[config.mk]
export PLATFORM = sky130hd
export DESIGN_NAME = spmm_top
export DESIGN_NICKNAME = d
export VERILOG_FILES = /design/src/spmm_cfg_pkg.sv /design/src/spmm_types_pkg.sv /design/src/sync_fifo.sv /design/src/h_fetch.sv /design/src/row_sequencer.sv /design/src/sp_pe.sv /design/src/wh_writer.sv /design/src/spmm_top.sv
export SDC_FILE = /design/constraint.sdc
export NUM_CORES = 1
export LEC_CHECK = 0
export BUFFER_PORTS_ARGS = -buffer_cell sky130_fd_sc_hd__buf_2
export CAP_MARGIN = 0
export CORE_MARGIN = 4
export CORE_UTILIZATION = 55
export CTS_BUF_LIST = sky130_fd_sc_hd__clkbuf_8 sky130_fd_sc_hd__clkbuf_16
export CTS_CLUSTER_DIAMETER = 80
export CTS_CLUSTER_SIZE = 28
export DETAILED_ROUTE_END_ITERATION = 8
export PLACE_DENSITY = 0.82
export SYNTH_ARGS = -nofsm -noshare
export SYNTH_HDL_FRONTEND = slang
export SYNTH_SLANG_ARGS = --single-unit
export TNS_END_PERCENT = 30
[constraint.sdc]
create_clock -name clk -period 6.7 [get_ports clk]
set_clock_uncertainty 0.1 [all_clocks]
set_input_delay 2.01 -clock clk [delete_from_list [all_inputs] [get_ports clk]]
set_output_delay 2.01 -clock clk [all_outputs]
set_load 0.01 [all_outputs]
[src/spmm_cfg_pkg.sv]
package spmm_cfg_pkg;

  // ==================================================
  // Arithmetic widths
  // ==================================================
  localparam int DATA_WIDTH       = 8;
  localparam int WH_DATA_WIDTH    = 20;

  // H and W dimensions
  localparam int NUM_FEATURE_IN   = 16;
  localparam int COL_IDX_WIDTH    = 4;
  localparam int NUM_FEATURE_OUT  = 4;

  // Node info fields, row length 1 to 16
  localparam int ROW_LEN_WIDTH    = 5;
  localparam int MAX_NODES        = 168;
  localparam int NUM_NODE_WIDTH   = 8;

  // ==================================================
  // Memory sizes
  // ==================================================
  localparam int NUM_ROWS         = 8;
  localparam int H_DATA_DEPTH     = 128;
  localparam int H_DATA_ADDR_W    = 7;
  localparam int NODE_INFO_ADDR_W = 3;
  localparam int WH_ADDR_W        = 3;

  localparam int FIFO_DEPTH       = 4;

endpackage

[src/spmm_types_pkg.sv]
package spmm_types_pkg;

  import spmm_cfg_pkg::*;

  // One nonzero of H
  typedef struct packed {
    logic [COL_IDX_WIDTH-1:0]      col_idx;
    logic signed [DATA_WIDTH-1:0]  value;
  } sparse_entry_t;

  // One word per row of H
  typedef struct packed {
    logic [ROW_LEN_WIDTH-1:0]   row_len;
    logic [NUM_NODE_WIDTH-1:0]  num_node;
    logic                       src_flag;
  } node_info_t;

  // Row of W selected by a column index, lane j feeds PE j
  typedef struct packed {
    logic [NUM_FEATURE_OUT-1:0][DATA_WIDTH-1:0] lane;
  } wgt_row_t;

  typedef struct packed {
    logic signed [DATA_WIDTH-1:0]  value;
    logic                          first;
    logic                          last;
  } pe_beat_t;

  typedef logic [NUM_FEATURE_OUT-1:0][WH_DATA_WIDTH-1:0] wh_res_t;

  // Wh memory word
  typedef struct packed {
    wh_res_t                    res;
    logic [NUM_NODE_WIDTH-1:0]  num_node;
    logic                       src_flag;
  } wh_row_t;

endpackage

[src/sync_fifo.sv]
`timescale 1ns/1ps

module sync_fifo #(
  parameter type payload_t = logic,
  parameter int  DEPTH     = spmm_cfg_pkg::FIFO_DEPTH
) (
  input  logic     clk,
  input  logic     rst_n,
  input  logic     push_i,
  input  payload_t data_i,
  input  logic     pop_i,
  output payload_t data_o,
  output logic     full_o,
  output logic     empty_o
);

  localparam int PTR_W = (DEPTH > 1) ? $clog2(DEPTH) : 1;
  localparam int CNT_W = $clog2(DEPTH + 1);

  payload_t         mem [DEPTH];
  logic [PTR_W-1:0] wr_ptr;
  logic [PTR_W-1:0] rd_ptr;
  logic [CNT_W-1:0] count;

  assign full_o  = (count == CNT_W'(DEPTH));
  assign empty_o = (count == '0);
  // Show-ahead, head entry always visible
  assign data_o  = mem[rd_ptr];

  always_ff @(posedge clk) begin
    if (push_i) begin
      mem[wr_ptr] <= data_i;
    end
  end

  always_ff @(posedge clk or negedge rst_n) begin
    if (!rst_n) begin
      wr_ptr <= '0;
      rd_ptr <= '0;
      count  <= '0;
    end else begin
      if (push_i) begin
        wr_ptr <= (wr_ptr == PTR_W'(DEPTH - 1)) ? '0 : wr_ptr + 1'b1;
      end
      if (pop_i) begin
        rd_ptr <= (rd_ptr == PTR_W'(DEPTH - 1)) ? '0 : rd_ptr + 1'b1;
      end
      case ({push_i, pop_i})
        2'b10:   count <= count + 1'b1;
        2'b01:   count <= count - 1'b1;
        default: count <= count;
      endcase
    end
  end

  a_no_overflow: assert property (@(posedge clk) disable iff (!rst_n) push_i |-> !full_o);
  a_no_underflow: assert property (@(posedge clk) disable iff (!rst_n) pop_i |-> !empty_o);

endmodule

[src/h_fetch.sv]
`timescale 1ns/1ps

module h_fetch (
  input  logic                                    clk,
  input  logic                                    rst_n,
  input  logic                                    run_i,
  output logic [spmm_cfg_pkg::H_DATA_ADDR_W-1:0]  h_data_addr_o,
  output logic [spmm_cfg_pkg::NODE_INFO_ADDR_W-1:0] node_info_addr_o,
  input  spmm_types_pkg::sparse_entry_t           h_data_i,
  input  spmm_types_pkg::node_info_t              node_info_i,
  output logic                                    entry_push_o,
  output spmm_types_pkg::sparse_entry_t           entry_o,
  input  logic                                    entry_full_i,
  output logic                                    info_push_o,
  output spmm_types_pkg::node_info_t              info_o,
  input  logic                                    info_full_i
);

  import spmm_cfg_pkg::*;

  logic [H_DATA_ADDR_W:0]    h_cnt;
  logic [NODE_INFO_ADDR_W:0] info_cnt;
  // Entries announced by fetched row lengths but not yet read
  logic [H_DATA_ADDR_W:0]    owed;
  logic [H_DATA_ADDR_W:0]    owed_add;
  logic                      entry_pend;
  logic                      info_pend;
  logic                      entry_rd;
  logic                      info_rd;

  // ==================================================
  // Read issue, one read in flight per memory
  // ==================================================
  assign info_rd  = run_i && (info_cnt < NUM_ROWS) && !info_full_i && !info_pend;
  assign entry_rd = run_i && (owed != '0) && !entry_full_i && !entry_pend;

  assign h_data_addr_o    = h_cnt[H_DATA_ADDR_W-1:0];
  assign node_info_addr_o = info_cnt[NODE_INFO_ADDR_W-1:0];

  // Read data lands one cycle after issue
  assign entry_push_o = entry_pend;
  assign entry_o      = h_data_i;
  assign info_push_o  = info_pend;
  assign info_o       = node_info_i;

  assign owed_add = info_pend ?
                    {{(H_DATA_ADDR_W + 1 - ROW_LEN_WIDTH){1'b0}}, node_info_i.row_len} : '0;

  always_ff @(posedge clk or negedge rst_n) begin
    if (!rst_n) begin
      h_cnt      <= '0;
      info_cnt   <= '0;
      owed       <= '0;
      entry_pend <= 1'b0;
      info_pend  <= 1'b0;
    end else if (!run_i) begin
      // Idle between runs, next run starts at address 0
      h_cnt      <= '0;
      info_cnt   <= '0;
      owed       <= '0;
      entry_pend <= 1'b0;
      info_pend  <= 1'b0;
    end else begin
      if (info_rd) begin
        info_cnt <= info_cnt + 1'b1;
      end
      if (entry_rd) begin
        h_cnt <= h_cnt + 1'b1;
      end
      info_pend  <= info_rd;
      entry_pend <= entry_rd;
      owed       <= owed + owed_add - {{H_DATA_ADDR_W{1'b0}}, entry_rd};
    end
  end

  a_h_addr_range: assert property (@(posedge clk) disable iff (!rst_n)
    entry_rd |-> h_cnt < H_DATA_DEPTH);

endmodule

[src/row_sequencer.sv]
`timescale 1ns/1ps

module row_sequencer (
  input  logic                                  clk,
  input  logic                                  rst_n,
  input  spmm_types_pkg::sparse_entry_t         entry_i,
  input  logic                                  entry_empty_i,
  output logic                                  entry_pop_o,
  input  spmm_types_pkg::node_info_t            info_i,
  input  logic                                  info_empty_i,
  output logic                                  info_pop_o,
  output logic [spmm_cfg_pkg::COL_IDX_WIDTH-1:0] wgt_addr_o,
  output logic                                  beat_vld_o,
  output spmm_types_pkg::pe_beat_t              beat_o,
  output spmm_types_pkg::node_info_t            row_info_o
);

  import spmm_cfg_pkg::*;
  import spmm_types_pkg::*;

  logic                     fire;
  logic                     first;
  logic                     last;
  logic [ROW_LEN_WIDTH-1:0] cnt;
  node_info_t               beat_info_q;

  // Both heads valid means one entry goes out this cycle
  assign fire  = !entry_empty_i && !info_empty_i;
  assign first = (cnt == '0);
  assign last  = (cnt == info_i.row_len - 1'b1);

  assign entry_pop_o = fire;
  assign info_pop_o  = fire && last;
  // W row comes back with the one-cycle read latency
  assign wgt_addr_o  = entry_i.col_idx;

  always_ff @(posedge clk or negedge rst_n) begin
    if (!rst_n) begin
      cnt        <= '0;
      beat_vld_o <= 1'b0;
    end else begin
      beat_vld_o <= fire;
      if (fire) begin
        cnt <= last ? '0 : cnt + 1'b1;
      end
    end
  end

  // ==================================================
  // Beat and row info alignment
  // ==================================================
  always_ff @(posedge clk) begin
    if (fire) begin
      beat_o.value <= entry_i.value;
      beat_o.first <= first;
      beat_o.last  <= last;
      beat_info_q  <= info_i;
    end
    // Info follows the last beat, so it lines up with res_vld
    if (beat_vld_o && beat_o.last) begin
      row_info_o <= beat_info_q;
    end
  end

  a_row_len_legal: assert property (@(posedge clk) disable iff (!rst_n)
    fire |-> (info_i.row_len != '0) && (info_i.row_len <= NUM_FEATURE_IN));

endmodule

[src/sp_pe.sv]
`timescale 1ns/1ps

module sp_pe (
  input  logic                                          clk,
  input  logic                                          rst_n,
  input  logic                                          beat_vld_i,
  input  spmm_types_pkg::pe_beat_t                      beat_i,
  input  logic signed [spmm_cfg_pkg::DATA_WIDTH-1:0]    wgt_i,
  output logic                                          res_vld_o,
  output logic signed [spmm_cfg_pkg::WH_DATA_WIDTH-1:0] res_o
);

  import spmm_cfg_pkg::*;

  logic signed [2*DATA_WIDTH-1:0]  prod;
  logic signed [WH_DATA_WIDTH-1:0] acc;
  logic signed [WH_DATA_WIDTH-1:0] base;
  logic signed [WH_DATA_WIDTH-1:0] sum_next;
  // Tracks an open row for the ordering check
  logic                            in_row;

  assign prod = $signed(beat_i.value) * wgt_i;

  always_comb begin
    if (beat_i.first) begin
      base = '0;
    end else begin
      base = acc;
    end
    sum_next = base + prod;
  end

  always_ff @(posedge clk or negedge rst_n) begin
    if (!rst_n) begin
      res_vld_o <= 1'b0;
      in_row    <= 1'b0;
    end else begin
      res_vld_o <= beat_vld_i && beat_i.last;
      if (beat_vld_i) begin
        in_row <= !beat_i.last;
      end
    end
  end

  // Sum and result registers
  always_ff @(posedge clk) begin
    if (beat_vld_i) begin
      acc <= sum_next;
      if (beat_i.last) begin
        res_o <= sum_next;
      end
    end
  end

  a_first_after_last: assert property (@(posedge clk) disable iff (!rst_n)
    beat_vld_i && beat_i.first |-> !in_row);
  a_mid_inside_row: assert property (@(posedge clk) disable iff (!rst_n)
    beat_vld_i && !beat_i.first |-> in_row);

endmodule

[src/wh_writer.sv]
`timescale 1ns/1ps

module wh_writer (
  input  logic                                   clk,
  input  logic                                   rst_n,
  input  logic                                   run_i,
  input  logic                                   res_vld_i,
  input  spmm_types_pkg::wh_res_t                results_i,
  input  spmm_types_pkg::node_info_t             row_info_i,
  output logic                                   wh_we_o,
  output logic [spmm_cfg_pkg::WH_ADDR_W-1:0]     wh_addr_o,
  output spmm_types_pkg::wh_row_t                wh_data_o,
  output logic                                   rdy_o
);

  import spmm_cfg_pkg::*;

  logic [WH_ADDR_W:0] wr_cnt;

  // Write straight through, the Wh port never stalls
  assign wh_we_o            = res_vld_i;
  assign wh_addr_o          = wr_cnt[WH_ADDR_W-1:0];
  assign wh_data_o.res      = results_i;
  assign wh_data_o.num_node = row_info_i.num_node;
  assign wh_data_o.src_flag = row_info_i.src_flag;

  always_ff @(posedge clk or negedge rst_n) begin
    if (!rst_n) begin
      wr_cnt <= '0;
      rdy_o  <= 1'b0;
    end else if (!run_i) begin
      wr_cnt <= '0;
      rdy_o  <= 1'b0;
    end else if (res_vld_i) begin
      wr_cnt <= wr_cnt + 1'b1;
      // last row of the run written
      if (wr_cnt == NUM_ROWS - 1) begin
        rdy_o <= 1'b1;
      end
    end
  end

  a_no_write_after_done: assert property (@(posedge clk) disable iff (!rst_n)
    res_vld_i |-> run_i && !rdy_o);

endmodule

[src/spmm_top.sv]
`timescale 1ns/1ps

module spmm_top (
  input  logic                                      clk,
  input  logic                                      rst_n,
  input  logic                                      spmm_vld_i,
  output logic                                      spmm_rdy_o,
  output logic [spmm_cfg_pkg::H_DATA_ADDR_W-1:0]    h_data_addr_o,
  input  spmm_types_pkg::sparse_entry_t             h_data_i,
  output logic [spmm_cfg_pkg::NODE_INFO_ADDR_W-1:0] node_info_addr_o,
  input  spmm_types_pkg::node_info_t                node_info_i,
  output logic [spmm_cfg_pkg::COL_IDX_WIDTH-1:0]    wgt_addr_o,
  input  spmm_types_pkg::wgt_row_t                  wgt_row_i,
  output logic                                      wh_we_o,
  output logic [spmm_cfg_pkg::WH_ADDR_W-1:0]        wh_addr_o,
  output spmm_types_pkg::wh_row_t                   wh_data_o
);

  import spmm_cfg_pkg::*;
  import spmm_types_pkg::*;

  logic                       entry_push;
  logic                       entry_pop;
  logic                       entry_full;
  logic                       entry_empty;
  sparse_entry_t              entry_in;
  sparse_entry_t              entry_head;
  logic                       info_push;
  logic                       info_pop;
  logic                       info_full;
  logic                       info_empty;
  node_info_t                 info_in;
  node_info_t                 info_head;
  logic                       beat_vld;
  pe_beat_t                   beat;
  node_info_t                 row_info;
  wh_res_t                    results;
  logic [NUM_FEATURE_OUT-1:0] res_vld;

  // ==================================================
  // Fetch and FIFOs
  // ==================================================
  h_fetch u_fetch (
    .clk(clk), .rst_n(rst_n), .run_i(spmm_vld_i),
    .h_data_addr_o(h_data_addr_o), .node_info_addr_o(node_info_addr_o),
    .h_data_i(h_data_i), .node_info_i(node_info_i),
    .entry_push_o(entry_push), .entry_o(entry_in), .entry_full_i(entry_full),
    .info_push_o(info_push), .info_o(info_in), .info_full_i(info_full)
  );

  sync_fifo #(.payload_t(sparse_entry_t), .DEPTH(FIFO_DEPTH)) u_entry_fifo (
    .clk(clk), .rst_n(rst_n), .push_i(entry_push), .data_i(entry_in),
    .pop_i(entry_pop), .data_o(entry_head), .full_o(entry_full), .empty_o(entry_empty)
  );

  sync_fifo #(.payload_t(node_info_t), .DEPTH(FIFO_DEPTH)) u_info_fifo (
    .clk(clk), .rst_n(rst_n), .push_i(info_push), .data_i(info_in),
    .pop_i(info_pop), .data_o(info_head), .full_o(info_full), .empty_o(info_empty)
  );

  row_sequencer u_seq (
    .clk(clk), .rst_n(rst_n),
    .entry_i(entry_head), .entry_empty_i(entry_empty), .entry_pop_o(entry_pop),
    .info_i(info_head), .info_empty_i(info_empty), .info_pop_o(info_pop),
    .wgt_addr_o(wgt_addr_o), .beat_vld_o(beat_vld), .beat_o(beat), .row_info_o(row_info)
  );

  // ==================================================
  // One PE per output feature
  // ==================================================
  for (genvar j = 0; j < NUM_FEATURE_OUT; j++) begin : g_pe
    sp_pe u_pe (
      .clk(clk), .rst_n(rst_n), .beat_vld_i(beat_vld), .beat_i(beat),
      .wgt_i(wgt_row_i.lane[j]), .res_vld_o(res_vld[j]), .res_o(results[j])
    );
  end

  wh_writer u_writer (
    .clk(clk), .rst_n(rst_n), .run_i(spmm_vld_i), .res_vld_i(res_vld[0]),
    .results_i(results), .row_info_i(row_info), .wh_we_o(wh_we_o),
    .wh_addr_o(wh_addr_o), .wh_data_o(wh_data_o), .rdy_o(spmm_rdy_o)
  );

endmodule

# --- After elaboration in Yosys (flattened, before gate mapping) ---
# Memories as Yosys holds them, arrays and structs flattened.
# Index checks and enable logic that the tools add are counted.
totals:
  register_bits: 236
  ramBits: 104
  in_bits: 61
  output_inout_bits: 108
  word_cells: 124
  n_memories: 2
memory_table:
  columns: ["memory", "depth", "width", "rd", "rd_clocked_by_memory_dff", "wr", "line", "text"]
  rows:
  - ["u_info_fifo.mem", 4, 14, 1, 0, 1, "sync_fifo.sv:20", "payload_t mem [DEPTH];"]
  - ["u_entry_fifo.mem", 4, 12, 1, 0, 1, "sync_fifo.sv:20", null]
classes:
  n_addsub: 19
  mul: 4
  magnitude_cmp: 1
  eq_ne: 16
  mux: 28
  n_reduce_logical: 23
op_table:
  columns: ["operator", "count"]
  rows:
  - ["adder 20 x 16 -> 20 bit", 4]
  - ["2-to-1 mux 20 bit", 4]
  - ["multiplier 8 x 8 -> 16 bit", 4]
  - ["2-to-1 mux 8 bit", 3]
  - ["2-to-1 mux 4 bit", 4]
  - ["equality test 2 bit (second input constant)", 6]
  - ["case mux 3 bit (2 select lines)", 2]
  - ["2-to-1 mux 5 bit", 2]
  - ["logical AND 1 bit", 9]
  - ["2-to-1 mux 1 bit", 9]
  - ["adder 2 x 1 -> 2 bit (second input constant)", 4]
  - ["adder 4 x 1 -> 4 bit (second input constant)", 2]
  - ["adder 8 x 1 -> 8 bit (second input constant)", 1]
  - ["adder 8 bit", 1]
  - ["2-to-1 mux 2 bit", 4]
  - ["inequality test 2 x 1 -> 1 bit (second input constant)", 4]
  - ["nonzero test 8 bit", 1]
  - ["subtractor 8 x 1 -> 8 bit", 1]
  - ["adder 3 x 1 -> 3 bit (second input constant)", 2]
  - ["equality test 3 bit (second input constant)", 2]
  - ["zero test 1 bit", 6]
  - ["zero test 3 bit", 2]
  - ["subtractor 3 x 1 -> 3 bit (second input constant)", 2]
  - ["adder 5 x 1 -> 5 bit (second input constant)", 1]
  - ["8 further kinds", 11]

# --- Depth between registers and ports, before layout ---
# Gate-level depths: netlist of run 1.
logic_depth:
  word_depth: 6
  ltp_mapped: 19
  depth_no_buf: 18

# --- Cells and area by module ---
# Synthesis of run 1 repeated with hierarchy kept, for this count alone.
unflattened:
  cells_unflattened: 2336
  hier_area_um2: 28569.9
by_module_without_submodules:
  columns: ["module", "n_inst", "cells_each", "area_per_inst_um2", "seq_area_each_um2"]
  rows:
  - ["sp_pe at g_pe[3].u_pe", 1, 437, 4959.8, 1226.2]
  - ["sp_pe at g_pe[2].u_pe", 1, 438, 4941.0, 1226.2]
  - ["sp_pe at g_pe[0].u_pe", 1, 435, 4932.2, 1226.2]
  - ["sp_pe at g_pe[1].u_pe", 1, 436, 4932.2, 1226.2]
  - ["sync_fifo at u_info_fifo", 1, 111, 2471.1, 1856.8]
  - ["sync_fifo at u_entry_fifo", 1, 102, 2177.1, 1616.6]
  - ["row_sequencer", 1, 96, 1640.3, 1291.2]
  - ["h_fetch", 1, 166, 1562.7, 525.5]
  - ["wh_writer", 1, 115, 953.4, 125.1]

# --- Least setup slack after synthesis of run 1 ---
# OpenSTA, ideal clock, no wires.
synth_path:
  kind: "in2reg"
  startpoint: "input wgt_row_i[16] (netlist name)"
  endpoint: "register g_pe[2].u_pe.acc[18] (data pin)"
  setup_time_ns: 0.140
  arrival_ns: 7.364
  required_ns: 6.460
  path_slack_ns: -0.904
  stages: 15
  path_buffers: 0
  path_cell_list: "and2_1 > inv_1 > fa_1 > inv_1 > fa_1 > fa_1 > fa_1 > fa_1 > ha_1 > and3_1 > a2111oi_0 > o211ai_1 > a31o_2 > or4_1 > nand3_1"
synth_between:
  elab_chain_len: 2
synth_lines:
  columns: ["element", "line", "text"]
  rows:
  - ["start, declared", "spmm_top.sv:13", "input spmm_types_pkg::wgt_row_t wgt_row_i,"]
  - ["multiplier 8 x 8 -> 16 bit", "sp_pe.sv:22", "assign prod = $signed(beat_i.value) * wgt_i;"]
  - ["adder 20 x 16 -> 20 bit", "sp_pe.sv:30", "sum_next = base + prod;"]
  - ["via g_pe[2].u_pe.sum_next[18]", "sp_pe.sv:18", "logic signed [WH_DATA_WIDTH-1:0] sum_next;"]
  - ["end signal, assigned", "sp_pe.sv:48", "acc <= sum_next;"]
  - ["end, declared", "sp_pe.sv:16", "logic signed [WH_DATA_WIDTH-1:0] acc;"]
# The timed path passes the listed nets, and every way through them passes these cells.
# A chain may end at the register's enable or synchronous reset.

# --- Final worst setup path of run 1 ---
layout_path:
  startpoint: "input wgt_row_i[18] (netlist name)"
  endpoint: "register g_pe[2].u_pe.res_o[18] (netlist name) (data pin)"
layout_between:
  elab_chain_len: 2
layout_lines:
  columns: ["element", "line", "text"]
  rows:
  - ["multiplier 8 x 8 -> 16 bit", "sp_pe.sv:22", null]
  - ["adder 20 x 16 -> 20 bit", "sp_pe.sv:30", null]
  - ["via g_pe[2].u_pe.sum_next[18]", "sp_pe.sv:18", null]
  - ["end signal, assigned", "sp_pe.sv:50", "res_o <= sum_next;"]
  - ["end, declared", "sp_pe.sv:10", "output logic signed [spmm_cfg_pkg::WH_DATA_WIDTH-1:0] res_o"]
# The timed path passes the listed nets, and every way through them passes these cells.

==> results of run 1 <==
state kept, by name (all words and copies together) (netlist names):
register / count
g_pe.u_pe.acc: 80
g_pe.u_pe.res_o: 80
u_info_fifo.mem: 56
u_entry_fifo.mem: 48
u_seq.beat_o: 10
u_seq.beat_info_q: 9
u_seq.row_info_o: 9
u_fetch.owed: 8
u_fetch.h_cnt: 7
u_seq.cnt: 5
u_fetch.info_cnt: 4
u_writer.wr_cnt: 4
u_entry_fifo.count: 3
u_info_fifo.count: 3
u_entry_fifo.rd_ptr: 2
u_entry_fifo.wr_ptr: 2
u_info_fifo.rd_ptr: 2
u_info_fifo.wr_ptr: 2
g_pe.u_pe.res_vld_o: 1
u_fetch.entry_push_o: 1
u_fetch.info_push_o: 1
u_seq.beat_vld_o: 1
u_writer.rdy_o: 1
placed cells by master, fill, tap and decap left out, drive strengths merged, types with 21 or more instances in the layout:
cell / count
ha: 215
xnor2: 75
nor2b: 57
a21oi: 40
mux4: 26
dfrtp: 47
inv: 414
nand2b: 37
a21o: 21
and2: 144
buf: 314
fa: 355
nand2: 125
nor2: 74
o21ai: 30
clkbuf: 25
xor2: 37
edfxtp: 292
synthesized netlist by cell type, types with 6 or more instances:
cell type  number
o21ai_0        30
inv_1         399
mux4_2         24
ha_1          215
clkbuf_1       46
fa_1          355
or3_1           7
xnor2_1        75
o211ai_1        7
nand3_1        10
nand4_1        14
edfxtp_1      292
a21o_1         21
and3_1          9
o21a_1          8
and2_1        144
nand2b_1       37
a21oi_1        39
nor2b_1        57
mux2i_1         6
dfrtp_1        47
nor3_1         13
o21bai_1       10
xor2_1         37
nor2_1         74
nand2_1       125
buf_4          10
stage by stage:
stage	util, %	worst slack [ps]	area, um^2	setup TNS [ps]
4_1_cts	63.35	340.3	30500	0
3_5_place_dp	61.41	-256.4	29570	-5393
3_3_place_gp	61.41	-223.2	29570	-2607
5_1_grt	63.37	65.02	30510	0
6_report	63.40	313.5	30530	0
2_1_floorplan	-	-30.44	27110	-65.49
cell families after synthesis:
| group | count (synthesis) | share of synthesized area [%] |
|---|---|---|
| adders and majority gates | 570 | 36.32 |
| and+or+nand+nor | 504 | 9.810 |
| buffers and inverters | 466 | 6.716 |
| DFF | 339 | 36.87 |
| AOI/OAI and AO/OA | 157 | 3.994 |
| xor gates and xnor gates | 112 | 3.637 |
| muxes | 37 | 2.658 |
worst paths after layout:
| check | from | end | slack [ps] | cells after the start |
|---|---|---|---|---|
| max | wgt_row_i[18] | g_pe[2].u_pe.res_o[18] | 310 | 16 |
| min | u_seq.beat_info_q[4] | u_seq.row_info_o[4] | 330 | 0 |
| max reg2reg | u_seq.beat_o[1] | g_pe[1].u_pe.acc[19] | 670 | 17 |
| min reg2reg | u_seq.beat_info_q[4] | u_seq.row_info_o[4] | 330 | 0 |
| max in group asynchronous | rst_n | u_seq.beat_vld_o | 4200 | 1 |
| min in group asynchronous | rst_n | u_info_fifo.rd_ptr[0] | 1520 | 1 |
final cells by class:
type / instances / share of cell area (%)
Multi-Input combinational cell: 1380 / 50.25
Clock buffer: 25 / 2.049
Tap cell: 656 / 2.689
Timing Repair Buffer: 314 / 6.386
Sequential cell: 339 / 32.59
Antenna cell: 11 / 0.09017
Clock inverter: 20 / 1.000
Inverter: 402 / 4.943
metal layers:
layer,routed length (um),up-vias
li1,-,7627
met1,22170,8441
met2,27690,394
met3,3539,92
met4,1345,8
met5,48,-
worst max-delay path: stages:
cell and delay [ps]:
buf_2 110, and2_1 150, fa_1 540, inv_1 60, fa_1 540, inv_1 60
fa_1 560, fa_1 440, fa_1 560, ha_4 210, and3_1 210, a2111oi_4 340
o211ai_1 170, a31o_2 230, or4_1 410, nand3_1 110
==> metrics.txt, run 1 <==
# TYPE chip_impl_metric gauge
chip_impl_metric{name="gr-usage-all-layers",unit="%"} 21.63
chip_impl_info{name="result_of_the_run",value="finished, final reports clean"} 1
chip_impl_metric{name="maximum_number_of_pins_on_one_net_before_global_route_repair",unit=""} 58
chip_impl_info{name="synth_top_flop_cell",value="edfxtp_1"} 1
chip_impl_metric{name="cts_bufs_inserted",unit=""} 25
chip_impl_metric{name="cts_resized",unit=""} 0
chip_impl_metric{name="worstMarginPinSlew",unit="ps"} 1165
chip_impl_metric{name="setup_violations",unit=""} 0
chip_impl_metric{name="avgViaCountPerCell",unit=""} 5.263
chip_impl_metric{name="synth.ff_latch_count",unit=""} 339
chip_impl_metric{name="finish.cell_count_without_fillers",unit=""} 3147
chip_impl_metric{name="mappedNetlistArea",unit="mm^2"} 0.02697
chip_impl_metric{name="synthDominantCellAreaShare",unit="%"} 32.51
chip_impl_metric{name="std_cell_rows",unit=""} 80
chip_impl_metric{name="cts.htree.levels",unit=""} 1
chip_impl_metric{name="start_util",unit="%"} 56.03
chip_impl_metric{name="ctsHoldBuffers",unit=""} 0
chip_impl_metric{name="synthToLayoutAreaGrowth",unit="%"} 13.17
chip_impl_metric{name="placed_cells",unit=""} 3091
chip_impl_metric{name="required",unit="ps"} 7030
chip_impl_metric{name="first_global_vias",unit=""} 18600
chip_impl_metric{name="met1_global_route_usage",unit="%"} 27.57
chip_impl_metric{name="area_inside_the_core_boundary",unit="mm^2"} 0.04815
chip_impl_metric{name="design.final.nets",unit=""} 3093
chip_impl_metric{name="area_taken_by_multi_input_logic_gates",unit="mm^2"} 0.01534
chip_impl_metric{name="detail_route.wirelength",unit="um"} 54790
chip_impl_metric{name="die_outline_area",unit="mm^2"} 0.05265
chip_impl_metric{name="slew_viol_final",unit=""} 0
chip_impl_metric{name="antenna_found_initial",unit=""} 11
chip_impl_metric{name="maxCapViolations",unit=""} 0
chip_impl_info{name="ctsRootBufferMaster",value="clkbuf_16"} 1
chip_impl_info{name="synth_area_leaders",value="edfxtp_1 33%, fa_1 26%, ha_1 10%"} 1
chip_impl_metric{name="first_pass_grt_wire_length",unit="um"} 93190
chip_impl_metric{name="die_width",unit="um"} 229.5
chip_impl_metric{name="worst_slew_margin_rel",unit="%"} 22.31
chip_impl_metric{name="grt_overflow",unit=""} 0
chip_impl_metric{name="grt_use_met3",unit="%"} 4.250
chip_impl_info{name="cts_tree",value="done"} 1
chip_impl_metric{name="finalHoldViolCount",unit=""} 0
chip_impl_info{name="end_kind",value="flop"} 1
chip_impl_metric{name="path_max_fanout",unit=""} 2
chip_impl_metric{name="drcViolationCount",unit=""} 0
chip_impl_metric{name="synthCells",unit=""} 2185
chip_impl_metric{name="initial_drt_pass_iterations",unit=""} 5
chip_impl_metric{name="route.antenna.remaining_nets",unit=""} 0
chip_impl_metric{name="synth-async-reset-ratio",unit="%"} 13.86
chip_impl_info{name="path_class",value="in -> reg"} 1
chip_impl_metric{name="synth-edff-count",unit=""} 292
chip_impl_metric{name="clk-insertion-delay-late",unit="ps"} 570
chip_impl_metric{name="cts.sink_count",unit=""} 339
chip_impl_metric{name="crit_arrival",unit="ps"} 6720
chip_impl_metric{name="max-clock-path-buffers",unit=""} 3
chip_impl_metric{name="final-seq-area",unit="mm^2"} 0.009948
chip_impl_metric{name="fraction_of_met2_tracks_used_by_global_routing",unit="%"} 38.10
chip_impl_metric{name="fill_cells",unit=""} 3547
chip_impl_metric{name="routed_wl_per_cell",unit="um"} 17.41
chip_impl_metric{name="io_pins",unit=""} 169
chip_impl_metric{name="post_route_cells_drive_above_1_share",unit="%"} 16.73
chip_impl_info{name="library_cell_occupying_the_most_area_in_the_post_synthesis_netlist",value="edfxtp_1"} 1
chip_impl_metric{name="clk_pin_slew_worst_paths",unit="ps"} 90
chip_impl_metric{name="post_layout_minimum_cycle_time",unit="ps"} 6386
chip_impl_metric{name="mappedNetlistNets",unit=""} 2816
chip_impl_metric{name="floorplan.die.height",unit="um"} 229.5
chip_impl_metric{name="syn-mean-instance-area",unit="um^2"} 12.35
chip_impl_metric{name="period_share",unit="%"} 95.32
chip_impl_info{name="busiest_layer",value="met2"} 1
chip_impl_info{name="start_kind",value="primary input"} 1
chip_impl_metric{name="port_buffers",unit=""} 168
chip_impl_metric{name="gp_congestion",unit=""} 0.8978
chip_impl_metric{name="yosysWarningCount",unit=""} 0
chip_impl_metric{name="hpwlAfterDp",unit="um"} 42790
chip_impl_metric{name="synth_sequential_area_ratio",unit="%"} 36.87
chip_impl_info{name="worst_hold_path_type",value="reg -> reg"} 1
chip_impl_metric{name="drtIter0Drc",unit=""} 806
chip_impl_metric{name="finalHoldWorstSlack",unit="ps"} 326.7
chip_impl_metric{name="fmax",unit="MHz"} 156.6
chip_impl_metric{name="synth_cell_type_count",unit=""} 59
chip_impl_metric{name="vias",unit=""} 16560
chip_impl_info{name="rsz0062_at_grt",value="false"} 1
chip_impl_metric{name="cts.repair_timing.setup_buffer_count",unit=""} 0
Power of run 1 is left out: the tool's default activity adds up to more than one toggle a clock period on the data nets, which glitch-free logic cannot reach.
==> run 2: changes to the inputs <==
==> constraint.sdc (replaced) <==
create_clock -name clk -period 6.7 [get_ports clk]
set_clock_uncertainty 0.1 [all_clocks]
set_input_delay 0.67 -clock clk [delete_from_list [all_inputs] [get_ports clk]]
set_output_delay 0.67 -clock clk [all_outputs]
set_load 0.01 [all_outputs]
==> metrics.txt, run 2 (same netlist as run 1, synthesis figures left out) <==
# TYPE chip_impl_metric gauge
chip_impl_info{name="result_of_the_run",value="finished, final reports clean"} 1
chip_impl_metric{name="fill_cells",unit=""} 3673
chip_impl_metric{name="maxCapViolations",unit=""} 0
chip_impl_metric{name="slew_viol_final",unit=""} 0
chip_impl_metric{name="finalHoldViolCount",unit=""} 0
chip_impl_metric{name="crit_arrival",unit="ps"} 6430
chip_impl_metric{name="worst_slew_margin_rel",unit="%"} 25.96
chip_impl_metric{name="floorplan.die.height",unit="um"} 229.5
chip_impl_metric{name="reg2reg_depth",unit=""} 16
chip_impl_metric{name="max-clock-path-buffers",unit=""} 3
chip_impl_metric{name="first_global_vias",unit=""} 17670
chip_impl_metric{name="area_inside_the_core_boundary",unit="mm^2"} 0.04815
chip_impl_metric{name="antenna_found_initial",unit=""} 15
chip_impl_metric{name="cts_bufs_inserted",unit=""} 25
chip_impl_metric{name="gp_congestion",unit=""} 0.8877
chip_impl_info{name="most_used_cells_in_the_layout_excluding_fill_and_tap_cells",value="401 x inv_1, 355 x fa_1, 292 x edfxtp_1"} 1
chip_impl_metric{name="design.final.nets",unit=""} 2977
chip_impl_metric{name="cts_resized",unit=""} 0
chip_impl_metric{name="critPathMaxStageDelay",unit="ps"} 880
chip_impl_metric{name="routed_wl_per_cell",unit="um"} 17.78
chip_impl_info{name="start_kind",value="flop"} 1
chip_impl_metric{name="drcViolationCount",unit=""} 0
chip_impl_metric{name="period_share",unit="%"} 92.62
chip_impl_metric{name="die_width",unit="um"} 229.5
chip_impl_metric{name="cts.repair_timing.setup_buffer_count",unit=""} 0
chip_impl_metric{name="post_layout_minimum_cycle_time",unit="ps"} 6206
chip_impl_metric{name="vias",unit=""} 16050
chip_impl_metric{name="grt_overflow",unit=""} 0
chip_impl_info{name="rsz0062_at_grt",value="false"} 1
chip_impl_info{name="cp_cell_sequence",value="nand2_1 > fa_1 > inv_1 > fa_1 > inv_1 > fa_1 > inv_1 > fa_1 > fa_1 > ha_1 > and3_1 > a2111oi_0 > buf_4 > o311ai_0 > a31o_2 > o311ai_0"} 1
chip_impl_metric{name="io_pins",unit=""} 169
chip_impl_metric{name="drtIter0Drc",unit=""} 847
chip_impl_info{name="path_common_cell",value="fa_1"} 1
chip_impl_info{name="reg_top3",value="g_pe.u_pe.acc (80), g_pe.u_pe.res_o (80), u_info_fifo.mem (56)"} 1
chip_impl_metric{name="hpwlAfterDp",unit="um"} 42130
chip_impl_metric{name="std_cell_rows",unit=""} 80
chip_impl_metric{name="initial_drt_pass_iterations",unit=""} 5
chip_impl_info{name="slowest_stage",value="edfxtp_1"} 1
chip_impl_metric{name="post_route_cells_drive_above_1_share",unit="%"} 11.88
chip_impl_info{name="path_class",value="reg -> reg"} 1
chip_impl_metric{name="fmax",unit="MHz"} 161.1
chip_impl_info{name="cts_tree",value="done"} 1
chip_impl_metric{name="cts.htree.levels",unit=""} 1
chip_impl_metric{name="start_util",unit="%"} 56.03
chip_impl_metric{name="ctsHoldBuffers",unit=""} 0
chip_impl_metric{name="detail_route.wirelength",unit="um"} 53890
chip_impl_metric{name="maximum_number_of_pins_on_one_net_before_global_route_repair",unit=""} 59
chip_impl_metric{name="area_taken_by_multi_input_logic_gates",unit="mm^2"} 0.01522
chip_impl_info{name="crit_path_start",value="u_seq.beat_o[7]"} 1
chip_impl_metric{name="synthToLayoutAreaGrowth",unit="%"} 9.458
chip_impl_metric{name="final_util",unit="%"} 61.33
chip_impl_info{name="end_kind",value="flop"} 1
chip_impl_metric{name="first_pass_grt_wire_length",unit="um"} 90530
chip_impl_metric{name="final-seq-area",unit="mm^2"} 0.009948
chip_impl_metric{name="avgViaCountPerCell",unit=""} 5.296
chip_impl_metric{name="path_max_fanout",unit=""} 20
chip_impl_metric{name="route.antenna.remaining_nets",unit=""} 0
chip_impl_metric{name="die_outline_area",unit="mm^2"} 0.05265
chip_impl_metric{name="required",unit="ps"} 6930
chip_impl_metric{name="timing.reg2reg.setup_slack",unit="ps"} 490
chip_impl_metric{name="clk-insertion-delay-late",unit="ps"} 590
chip_impl_metric{name="gr-usage-all-layers",unit="%"} 21.19
chip_impl_metric{name="setup_violations",unit=""} 0
chip_impl_metric{name="worstMarginPinSlew",unit="ps"} 1111
chip_impl_metric{name="clk_pin_slew_worst_paths",unit="ps"} 100
chip_impl_info{name="mostFrequentLayoutCell",value="inv_1"} 1
chip_impl_info{name="critical_path.endpoint",value="g_pe[3].u_pe.res_o[18]"} 1
chip_impl_info{name="crit-reg2reg-capture",value="g_pe[3].u_pe.res_o[18]"} 1
chip_impl_info{name="worst_hold_path_type",value="in -> async"} 1
chip_impl_metric{name="cts.sink_count",unit=""} 339
chip_impl_info{name="rr_startpoint",value="u_seq.beat_o[7]"} 1
chip_impl_metric{name="finalSetupTns",unit="ps"} 0
chip_impl_metric{name="port_buffers",unit=""} 168
chip_impl_info{name="ctsRootBufferMaster",value="clkbuf_16"} 1
run 2: final cells by class:
class                   count  share of cell area (%)
well taps                 656                   2.780
diodes                      9                 0.07628
repair buffers            198                   3.653
clock buffers              26                   2.204
inverters                 402                   5.111
flip-flops and latches    339                   33.69
clock inverters            20                  0.9238
multi-input cells        1380                   51.56
run 2: worst min path at each step:
stage	end	depth (start not counted)
6_report	u_info_fifo.rd_ptr[1]	1
2_1_floorplan	g_pe[0].u_pe.res_vld_o	0
5_1_grt	u_entry_fifo.mem[0][0]	1
4_1_cts	u_entry_fifo.mem[2][7]	1
3_5_place_dp	u_seq.row_info_o[5]	0
3_3_place_gp	u_seq.row_info_o[0]	0
run 2: worst max-delay path: cells and delay by family (launching register included):
family	cells	cell delay [ps]
AOI/OAI and AO/OA	4	1470
adders and majority gates	6	2760
buffers and inverters	4	380
DFF	1	880
and+or+nand+nor	2	340
run 2: per-layer routing:
layer / wire length [um] / track usage (%) / vias to the layer above
met2: 27310 / 36.51 / 360
met3: 3287 / 4.560 / 91
met5: 79 / 0 / -
met1: 21910 / 27.69 / 8187
li1: - / - / 7395
met4: 1302 / 5.154 / 14
run 2: through the flow:
step / std cells / setup slack [ps] / instance area (um^2) / hold slack [ps]
4_1_cts: 3021 / 488.6 / 29500 / 155.2
3_5_place_dp: 2975 / 518.9 / 28580 / 305.4
3_3_place_gp: 2975 / 693.7 / 28580 / 301.4
6_report: 3030 / 494.2 / 29530 / 185.9
2_1_floorplan: 2185 / 436.1 / 26970 / 274.4
5_1_grt: 3029 / 226.5 / 29520 / 166.5
Power of run 2 is left out for the same reason.
